**config.mk**
```make
export PLATFORM = sky130hd
export DESIGN_NAME = rp_signal_path_top
export DESIGN_NICKNAME = d
export VERILOG_FILES = /design/src/hw/rp_pkg.sv /design/src/hw/red_pitaya_infrastructure.sv /design/src/hw/adc_capture.sv /design/src/hw/gain_offset.sv /design/src/hw/dac_formatter.sv /design/src/hw/rp_signal_path_top.sv
export SDC_FILE = /design/constraint.sdc
export NUM_CORES = 1
export LEC_CHECK = 0
export ABC_AREA = 1
export ABC_CLOCK_PERIOD_IN_PS = 5910
export BUFFER_PORTS_ARGS = -buffer_cell sky130_fd_sc_hd__buf_4
export CAP_MARGIN = 10
export CORE_ASPECT_RATIO = 1.75
export CORE_UTILIZATION = 30
export CTS_BUF_LIST = sky130_fd_sc_hd__clkbuf_4
export DETAILED_ROUTE_END_ITERATION = 8
export PLACE_DENSITY = 0.44
export SYNTH_ARGS = -nofsm -noshare
export SYNTH_HDL_FRONTEND = slang
export SYNTH_HIERARCHICAL = 1
export SYNTH_SLANG_ARGS = --single-unit
```
**constraint.sdc**
```tcl
create_clock -name adc_clk_in -period 5.91 [get_ports adc_clk_in]
set_input_delay 0.2955 -clock adc_clk_in [delete_from_list [all_inputs] [get_ports adc_clk_in]]
set_output_delay 0.2955 -clock adc_clk_in [all_outputs]
set_load 0.03 [all_outputs]
```
**src/hw/rp_pkg.sv**
```systemverilog
package rp_pkg;

    // Converter and arithmetic widths
    localparam int code_width   = 14;
    localparam int sample_width = 14;
    localparam int gain_width   = 16;
    localparam int frac_bits    = 13;                       // Gain of 8192 is unity
    localparam int prod_width   = sample_width + gain_width;
    localparam int sum_width    = prod_width - frac_bits + 1;

    typedef logic        [code_width-1:0]   adc_code_t;    // Offset binary from the ADC
    typedef logic signed [sample_width-1:0] sample_t;
    typedef logic        [code_width-1:0]   dac_code_t;    // Offset binary to the DAC
    typedef logic signed [gain_width-1:0]   gain_t;
    typedef logic signed [prod_width-1:0]   prod_t;
    typedef logic signed [sum_width-1:0]    sum_t;         // Shifted product plus offset

    localparam sample_t   sample_max = sample_t'(8191);
    localparam sample_t   sample_min = sample_t'(-8192);
    localparam dac_code_t dac_mid    = dac_code_t'(8192);  // Zero volts on the DAC

    typedef struct packed {
        adc_code_t ch_a;
        adc_code_t ch_b;
    } adc_pair_t;

    typedef struct packed {
        logic    valid;
        sample_t ch_a;
        sample_t ch_b;
    } sample_pair_t;

    typedef struct packed {
        dac_code_t ch_a;
        dac_code_t ch_b;
    } dac_pair_t;

    typedef struct packed {
        gain_t   gain;
        sample_t offset;
    } chan_cfg_t;

    typedef struct packed {
        chan_cfg_t cfg_a;
        chan_cfg_t cfg_b;
    } path_cfg_t;

    // Clocking
    localparam bit use_vendor_clocking = 1'b0;             // Pass-through clocks in this build
    localparam int lock_delay          = 16;
    localparam int lock_cnt_width      = $clog2(lock_delay + 1);
    localparam int rst_sync_stages     = 2;

endpackage

```
**src/hw/red_pitaya_infrastructure.sv**
```systemverilog
`timescale 1ns/1ps

module red_pitaya_infrastructure #(
    parameter int MULTIPLY = 8,   // User clock VCO multiplier
    parameter int DIVIDE   = 8,   // User clock output divider
    parameter int DIVCLK   = 1    // User clock input divider
) (
    input  logic adc_clk_in,
    input  logic rst_n,

    output logic usr_clk,
    output logic usr_rst,
    output logic adc_clk_125,
    output logic adc_rst,
    output logic dac_clk_250,
    output logic dac_rst,
    output logic dac_clk_250_315
);

    logic       lock_raw;   // Clocks stable and rst_n released
    logic [2:0] dom_clk;
    logic [2:0] dom_rst;

    logic [rp_pkg::lock_cnt_width-1:0] lock_cnt;

    // All domains share the input clock
    assign usr_clk         = adc_clk_in;
    assign adc_clk_125     = adc_clk_in;
    assign dac_clk_250     = adc_clk_in;
    assign dac_clk_250_315 = adc_clk_in;

    // Counter stands in for the generator lock time
    always_ff @(posedge adc_clk_in) begin
        if (!rst_n) begin
            lock_cnt <= '0;
        end else if (lock_cnt != rp_pkg::lock_cnt_width'(rp_pkg::lock_delay)) begin
            lock_cnt <= lock_cnt + 1'b1;
        end
    end

    assign lock_raw = rst_n & (lock_cnt == rp_pkg::lock_cnt_width'(rp_pkg::lock_delay));

    assign dom_clk = {dac_clk_250, adc_clk_125, usr_clk};

    // One synchronizer per domain, clocked by that domain's clock
    for (genvar d = 0; d < 3; d++) begin : g_rst_sync
        logic [rp_pkg::rst_sync_stages-1:0] sync_q;

        always_ff @(posedge dom_clk[d]) begin
            sync_q <= {sync_q[rp_pkg::rst_sync_stages-2:0], ~lock_raw};
        end

        assign dom_rst[d] = sync_q[rp_pkg::rst_sync_stages-1];
    end

    assign {dac_rst, adc_rst, usr_rst} = dom_rst;

endmodule

```
**src/hw/adc_capture.sv**
```systemverilog
`timescale 1ns/1ps

module adc_capture (
    input  logic                 adc_clk_125,
    input  logic                 adc_rst,
    input  rp_pkg::adc_pair_t    adc,
    output rp_pkg::sample_pair_t samples
);

    localparam int msb = rp_pkg::code_width - 1;

    rp_pkg::adc_code_t code_a_q;
    rp_pkg::adc_code_t code_b_q;
    logic              valid_q;

    // Pad registers, taken every cycle
    always_ff @(posedge adc_clk_125) begin
        code_a_q <= adc.ch_a;
        code_b_q <= adc.ch_b;
    end

    // First sample after reset is already valid
    always_ff @(posedge adc_clk_125) begin
        if (adc_rst) begin
            valid_q <= 1'b0;
        end else begin
            valid_q <= 1'b1;
        end
    end

    // Offset binary to two's complement by inverting the MSB
    always_comb begin
        samples.valid = valid_q;
        samples.ch_a  = rp_pkg::sample_t'({~code_a_q[msb], code_a_q[msb-1:0]});
        samples.ch_b  = rp_pkg::sample_t'({~code_b_q[msb], code_b_q[msb-1:0]});
    end

endmodule

```
**src/hw/gain_offset.sv**
```systemverilog
`timescale 1ns/1ps

module gain_offset (
    input  logic                 adc_clk_125,
    input  logic                 adc_rst,
    input  rp_pkg::path_cfg_t    cfg,
    input  rp_pkg::sample_pair_t in_samples,
    output rp_pkg::sample_pair_t out_samples
);

    rp_pkg::sample_t   in_s   [2];
    rp_pkg::chan_cfg_t ch_cfg [2];
    rp_pkg::prod_t     prod_q [2];   // Stage one
    rp_pkg::sum_t      sum_c  [2];
    rp_pkg::sample_t   sat_c  [2];
    rp_pkg::sample_t   res_q  [2];   // Stage two
    logic              valid_s1;
    logic              valid_s2;

    // Index 0 is channel A, 1 is channel B
    assign in_s[0]   = in_samples.ch_a;
    assign in_s[1]   = in_samples.ch_b;
    assign ch_cfg[0] = cfg.cfg_a;
    assign ch_cfg[1] = cfg.cfg_b;

    always_ff @(posedge adc_clk_125) begin
        for (int i = 0; i < 2; i++) begin
            prod_q[i] <= rp_pkg::prod_t'(in_s[i]) * rp_pkg::prod_t'(ch_cfg[i].gain);
        end
    end

    // Arithmetic shift floors, then offset and clamp
    always_comb begin
        for (int i = 0; i < 2; i++) begin
            sum_c[i] = rp_pkg::sum_t'(prod_q[i] >>> rp_pkg::frac_bits)
                     + rp_pkg::sum_t'(ch_cfg[i].offset);
            if (sum_c[i] > rp_pkg::sum_t'(rp_pkg::sample_max)) begin
                sat_c[i] = rp_pkg::sample_max;
            end else if (sum_c[i] < rp_pkg::sum_t'(rp_pkg::sample_min)) begin
                sat_c[i] = rp_pkg::sample_min;
            end else begin
                sat_c[i] = rp_pkg::sample_t'(sum_c[i]);
            end
        end
    end

    always_ff @(posedge adc_clk_125) begin
        for (int i = 0; i < 2; i++) begin
            res_q[i] <= sat_c[i];
        end
    end

    // Valid tracks the two register stages
    always_ff @(posedge adc_clk_125) begin
        if (adc_rst) begin
            valid_s1 <= 1'b0;
            valid_s2 <= 1'b0;
        end else begin
            valid_s1 <= in_samples.valid;
            valid_s2 <= valid_s1;
        end
    end

    always_comb begin
        out_samples.valid = valid_s2;
        out_samples.ch_a  = res_q[0];
        out_samples.ch_b  = res_q[1];
    end

endmodule

```
**src/hw/dac_formatter.sv**
```systemverilog
`timescale 1ns/1ps

module dac_formatter (
    input  logic                 adc_clk_125,
    input  logic                 adc_rst,
    input  rp_pkg::sample_pair_t samples,
    output rp_pkg::dac_pair_t    dac,
    output logic                 dac_valid
);

    localparam int msb = rp_pkg::sample_width - 1;

    rp_pkg::dac_code_t code_a;
    rp_pkg::dac_code_t code_b;
    rp_pkg::dac_pair_t dac_q;
    logic              valid_q;

    // Back to offset binary
    assign code_a = rp_pkg::dac_code_t'({~samples.ch_a[msb], samples.ch_a[msb-1:0]});
    assign code_b = rp_pkg::dac_code_t'({~samples.ch_b[msb], samples.ch_b[msb-1:0]});

    always_ff @(posedge adc_clk_125) begin
        if (adc_rst) begin
            dac_q.ch_a <= rp_pkg::dac_mid;   // Park at mid-scale
            dac_q.ch_b <= rp_pkg::dac_mid;
            valid_q    <= 1'b0;
        end else begin
            valid_q <= samples.valid;
            if (samples.valid) begin
                dac_q.ch_a <= code_a;
                dac_q.ch_b <= code_b;
            end else begin
                // Pipeline still filling
                dac_q.ch_a <= rp_pkg::dac_mid;
                dac_q.ch_b <= rp_pkg::dac_mid;
            end
        end
    end

    assign dac       = dac_q;
    assign dac_valid = valid_q;

endmodule

```
**src/hw/rp_signal_path_top.sv**
```systemverilog
`timescale 1ns/1ps

module rp_signal_path_top (
    input  logic              adc_clk_in,
    input  logic              rst_n,
    input  rp_pkg::adc_pair_t adc,
    input  rp_pkg::path_cfg_t cfg,

    output rp_pkg::dac_pair_t dac,
    output logic              dac_valid,
    output logic              usr_clk,
    output logic              dac_clk_250,
    output logic              dac_clk_250_315,
    output logic              usr_rst,
    output logic              dac_rst
);

    logic                 adc_clk_125;
    logic                 adc_rst;
    rp_pkg::sample_pair_t adc_samples;    // Capture to gain stage
    rp_pkg::sample_pair_t scaled_samples; // Gain stage to DAC formatter

    red_pitaya_infrastructure infra_inst (
        .adc_clk_in      (adc_clk_in),
        .rst_n           (rst_n),
        .usr_clk         (usr_clk),
        .usr_rst         (usr_rst),
        .adc_clk_125     (adc_clk_125),
        .adc_rst         (adc_rst),
        .dac_clk_250     (dac_clk_250),
        .dac_rst         (dac_rst),
        .dac_clk_250_315 (dac_clk_250_315)
    );

    adc_capture adc_capture_inst (
        .adc_clk_125 (adc_clk_125),
        .adc_rst     (adc_rst),
        .adc         (adc),
        .samples     (adc_samples)
    );

    gain_offset gain_offset_inst (
        .adc_clk_125 (adc_clk_125),
        .adc_rst     (adc_rst),
        .cfg         (cfg),
        .in_samples  (adc_samples),
        .out_samples (scaled_samples)
    );

    dac_formatter dac_formatter_inst (
        .adc_clk_125 (adc_clk_125),
        .adc_rst     (adc_rst),
        .samples     (scaled_samples),
        .dac         (dac),
        .dac_valid   (dac_valid)
    );

endmodule

```
==> results_dict.tcl, run 1 <==
set metrics [dict create \
    fp.dieH_um 371 \
    syn_area_mm2 0.0234 \
    drc 0 \
    vias 18800 \
    status "completed" \
    antenna_found_initial 3 \
    ys_seq_elements 129 \
    drive_above_1_share 0.0853 \
    ys_top_cells_by_area "fa_1 38%, inv_1 15%, nand2_1 13%" \
    ios 124 \
    yosys-top-cells-count "919 x inv_1, 788 x nand2_1, 438 x fa_1" \
    grt_max_degree 27 \
    endpoint_kind "flip-flop" \
    placeableCoreArea_mm2 0.0772 \
    r2r_slack_ns 0.28 \
    cp-start-kind "flip-flop" \
    synth_top_area_cell "fa_1" \
    tightest_slew_ns 0.623 \
    grt.met3_usage 0.0196 \
    rows 135 \
    cp.arrival_ns 6.44 \
    clock_latency_ns 0.95 \
    cts_tree "built" \
    post_drt_wl_per_cell_um 16.6 \
    ys_seq_area_frac 0.110 \
    viasPerCell 4.36 \
    hold_viol 0 \
    initial_utilization 0.303 \
    dp_hpwl_mm 61.2 \
    fillers 8393 \
    placed_cell_area_mm2 0.0254 \
    critical_path_required_ns 6.72 \
    nets 3958 \
    syn2layout_area_growth_pct 14.3 \
    dieWidth_um 213 \
    use_met2 0.417 \
    synth-edff-count 0 \
    slew_violations 0 \
    synth_most_common_cell "inv_1" \
    slew_headroom 0.584 \
    layout_min_cycle_time_ns 5.63 \
    finalSetupViolCount 0 \
    syn_nets 3784 \
    dr.pass1.iters 6 \
    routed_wl_mm 71.4 \
    cp_max_fo 7 \
    async_reset_ff_frac 0 \
    regArea_mm2 0.00260 \
    grt_usage 0.194 \
    fin_util 0.346 \
    timing.final.crit_share 0.952 \
    yosys.area.top_type_share 0.375 \
    fmax_mhz 178 \
    cts_setup_buffers 0 \
    ant_nets 0 \
    synth_warnings 6 \
    multi_input_area_mm2 0.0167 \
    avgSynthCellArea_um2 7.58 \
    drtIter0Drc 841 \
    clk_pin_slew_worst_paths_ns 0.21 \
    final_cell_area_mm2 0.0267 \
    top_usage_layer "met2" \
    drv_cap 0 \
    critical_path_class "flip-flop to flip-flop" \
    grt_pass1_vias 21200 \
    dieArea_mm2 0.0791 \
    synth_cell_type_count 42 \
    grt_first_pass_wirelength_mm 113 \
    synth-main-ff-cell "dfxtp_1" \
    clock_skew_ns 0.0726 \
    place_congestion 0.853 \
    use_met1 0.166 \
    io_buffers 123 \
    netlist_instances 3084 \
    min_path_type "input port to flip-flop" \
    overflow 0 \
]
==> final timing paths <==
path | end | cells after the start | start
min | infra_inst/g_rst_sync[2].sync_q[0] | 3 | rst_n
min reg2reg | infra_inst/g_rst_sync[0].sync_q[1] | 0 | infra_inst/g_rst_sync[2].sync_q[0]
max reg2reg | gain_offset_inst/prod_q[0][43] | 19 | adc_capture_inst/code_b_q[5]
max | gain_offset_inst/prod_q[0][43] | 19 | adc_capture_inst/code_b_q[5]
==> layer usage <==
| layer | vias to the layer above | wire length [um] | share of wire |
|---|---|---|---|
| met5 | - | 10 | 0.00014 |
| met3 | 148 | 1600 | 0.022 |
| met2 | 319 | 43400 | 0.61 |
| met4 | 2 | 3580 | 0.050 |
| met1 | 9163 | 22800 | 0.32 |
| li1 | 9119 | - | - |
==> sequential cells by signal, indices dropped and copies added (netlist names) <==
name,count
dac_formatter_inst/dac_valid,1
adc_capture_inst/code_a_q,14
gain_offset_inst/valid_s2,1
adc_capture_inst/valid_q,1
gain_offset_inst/res_q,28
infra_inst/lock_cnt,5
gain_offset_inst/prod_q,34
adc_capture_inst/code_b_q,14
gain_offset_inst/valid_s1,1
infra_inst/g_rst_sync.sync_q,2
dac_formatter_inst/dac,28
==> per-stage QoR <==
step / worst slack, ns / hold slack, ns / instances / setup TNS, ns
floorplan: 0.295 / 0.310 / 3084 / 0
finish: 0.281 / 0.192 / 4303 / 0
global placement: -0.0561 / 0.312 / 4173 / -0.0561
detailed placement: -0.0154 / 0.313 / 4173 / -0.0154
global route: -0.00170 / 0.129 / 4303 / -0.00170
CTS: 0.00466 / 0.0878 / 4299 / 0
==> cell families (layout without fill, tap and decap cells) <==
kind of cell / count (synthesis) / in the layout / share of synthesized area
fa+ha+maj: 610 / 610 / 0.467
flops: 129 / 129 / 0.110
other cells: 0 / 4 / 0
compound gates: 167 / 167 / 0.0406
xor+xnor: 60 / 60 / 0.0225
simple gates: 1071 / 1071 / 0.184
buf+inv: 1047 / 1235 / 0.176
==> what timing repair did <==
item / CTS / global route
gates resized for setup: 1 / 24
hold buffers: 89 / 0
hold endpoints to repair: 62 / 0
setup endpoints to repair: 1 / 22
==> critical path: stages, from the launching register on <==
cell and delay [ns]:
dfxtp_2 0.44, buf_4 0.24, nand2_1 0.10, fa_1 0.47
fa_1 0.54, fa_1 0.54, inv_1 0.05, fa_1 0.48
fa_1 0.54, inv_1 0.07, fa_1 0.50, inv_1 0.05
ha_1 0.30, a21oi_2 0.21, inv_1 0.07, a31oi_2 0.21
o21ai_0 0.12, a21oi_1 0.25, buf_4 0.17, xnor2_1 0.13
==> cell usage in the layout, fill, tap and decap left out, drive strengths merged, types with 2 or more instances in the layout <==
cell type    instances
a21oi               82
nand3               71
nand3b               3
clkinv               4
buf                187
a21o                12
nor3                14
o21ai               48
nor2               141
o21bai               8
dlygate4sd3         89
or2                  9
o21a                 3
o211ai               2
dfxtp              129
fa                 438
nand2              800
nor4                 4
nand4               25
xor2                32
ha                 172
clkbuf              21
diode                4
clkinvlp             2
inv                930
bufinv               2
a31oi                6
and3                 3
xnor2               28
==> layout make-up <==
class                      count  share of cell area
multi-input combinational   1908               0.626
inverter                     922               0.129
sequential                   129              0.0972
timing repair buffer         273              0.0860
tap                         1027              0.0481
clock buffer                  24             0.00674
clock inverter                16             0.00609
antenna                        4            0.000375
Power of run 1 is not shown: default switching activity piles up to over one toggle a cycle in this logic, so the estimate is an artifact.
==> run 2: changes to the inputs <==
PLACE_DENSITY = unset   (was 0.44)
PLACE_DENSITY_LB_ADDON = 0.3   (was unset)
==> results_dict.tcl, run 2 (synthesis results as in run 1) <==
set metrics [dict create \
    hold_path.startpoint "rst_n" \
    dp_hpwl_mm 56.8 \
    min_to "infra_inst/g_rst_sync[2].sync_q[0]" \
    r2r_slack_ns 0.24 \
    vias 18800 \
    nets 3952 \
    dr.pass1.iters 5 \
    initial_utilization 0.303 \
    cp_max_fo 9 \
    dieArea_mm2 0.0791 \
    min_path_type "input port to flip-flop" \
    drc 0 \
    drtIter0Drc 652 \
    rows 135 \
    syn2layout_area_growth_pct 14.4 \
    slew_violations 0 \
    regToRegStartpoint "adc_capture_inst/code_b_q[13]" \
    hold_viol 0 \
    timing.final.crit_share 0.959 \
    setup_tns_ns 0 \
    endpoint_kind "flip-flop" \
    largest_register_ffs 34 \
    whs_path_depth 3 \
    grt_pass1_vias 20900 \
    clk_pin_slew_worst_paths_ns 0.15 \
    dp_cells 4161 \
    final_cells 4298 \
    status "completed" \
    critical_path_required_ns 6.66 \
    fmax_mhz 176 \
    largest-register "gain_offset_inst/prod_q" \
    critical_path_class "flip-flop to flip-flop" \
    overflow 0 \
    grt_max_degree 27 \
    viasPerCell 4.37 \
    final_cell_mix "918 x inv_1, 785 x nand2_1, 434 x fa_1, 178 x buf_4, 171 x ha_1" \
    layout_min_cycle_time_ns 5.67 \
    slew_headroom 0.612 \
    final_common_cell "inv_1" \
    grt_usage 0.180 \
    drv_cap 0 \
    io_buffers 123 \
    cts_tree "built" \
    worstReg2RegEnd "gain_offset_inst/prod_q[0][51]" \
    antenna_found_initial 5 \
    dieWidth_um 213 \
    fp.dieH_um 371 \
    clock_latency_ns 0.92 \
    rr_worst_depth 23 \
    drive_above_1_share 0.0885 \
    tightest_slew_ns 0.581 \
    place_congestion 0.880 \
    ant_nets 0 \
    cp-start-kind "flip-flop" \
    routed_wl_mm 66.2 \
    clock_skew_ns 0.0797 \
    ios 124 \
    finalSetupViolCount 0 \
    placeableCoreArea_mm2 0.0772 \
    post_drt_wl_per_cell_um 15.4 \
    grt_first_pass_wirelength_mm 106 \
    cp.arrival_ns 6.42 \
]
[run 2: changes by cell type in the layout (fill, tap and decap cells not counted), sizes merged]
cell,delta
inv,-1
bufinv,+1
buf,-6
clkinv,-1
diode,+1
clkbuf,+1
[run 2: worst max path at each step]
stage	startpoint	slack, ns	end	cells after the start
after floorplan	adc_capture_inst/code_b_q[3]	0.30	gain_offset_inst/prod_q[0][59]	23
after global placement	adc_capture_inst/code_a_q[4]	-0.09	gain_offset_inst/prod_q[0][27]	19
after detailed placement	adc_capture_inst/code_a_q[8]	-0.08	gain_offset_inst/prod_q[0][29]	22
after CTS	adc_capture_inst/code_a_q[13]	0.02	gain_offset_inst/prod_q[0][29]	25
after global routing	adc_capture_inst/code_a_q[13]	-0.004	gain_offset_inst/prod_q[0][27]	22
final	adc_capture_inst/code_b_q[13]	0.24	gain_offset_inst/prod_q[0][51]	23
[run 2: per-stage QoR]
stage / util / worst slack, ns / cell area, um2 / hold WS (ns)
detailed placement: 0.328 / -0.0816 / 25300 / 0.312
floorplan: - / 0.295 / 23400 / 0.310
global placement: 0.328 / -0.0873 / 25300 / 0.312
CTS: 0.345 / 0.0247 / 26600 / 0.0720
finish: 0.347 / 0.244 / 26800 / 0.233
global route: 0.347 / -0.00432 / 26800 / 0.135
[run 2: what timing repair did]
| action | in CTS | in global routing |
|---|---|---|
| setup endpoints to repair | 3 | 18 |
| gates resized for setup | 4 | 42 |
| hold buffers | 89 | 0 |
| buffers inserted | 0 | 6 |
| pin swaps | 0 | 2 |
| hold endpoints to repair | 62 | 0 |
[run 2: per-layer routing]
layer  part of all wire  vias up  wire [um]  global-route usage
met4              0.053        4       3520              0.0975
met3              0.024      155       1560              0.0227
met5            0.00035        -         23                   0
met1               0.32     9192      21500               0.158
met2               0.60      336      39600               0.379
li1                   -     9108          -                   -
[run 2: critical path, stage by stage, from the launching register on]
cell and delay (ns):
dfxtp_1 0.33, inv_1 0.04, inv_1 0.14, buf_4 0.23
or2_2 0.29, fa_1 0.47, fa_1 0.50, inv_1 0.05
fa_1 0.50, fa_1 0.44, fa_1 0.54, inv_1 0.06
fa_1 0.48, inv_1 0.04, ha_1 0.40, nand2_1 0.16
nor2_1 0.18, inv_1 0.07, o21ai_0 0.24, inv_1 0.06
nand2_1 0.12, nand2_1 0.08, nand3_1 0.07, nand2_1 0.05
[run 2: layout make-up]
cell class                      count  area (um2)
Fill cell                        8321       50400
Multi-Input combinational cell   1908       16800
Inverter                          922        3460
Sequential cell                   129        2610
Timing Repair Buffer              267        2240
Tap cell                         1027        1280
Clock buffer                       25         188
Clock inverter                     15         186
Antenna cell                        5        12.5
Power of run 2 is left out for the same reason.
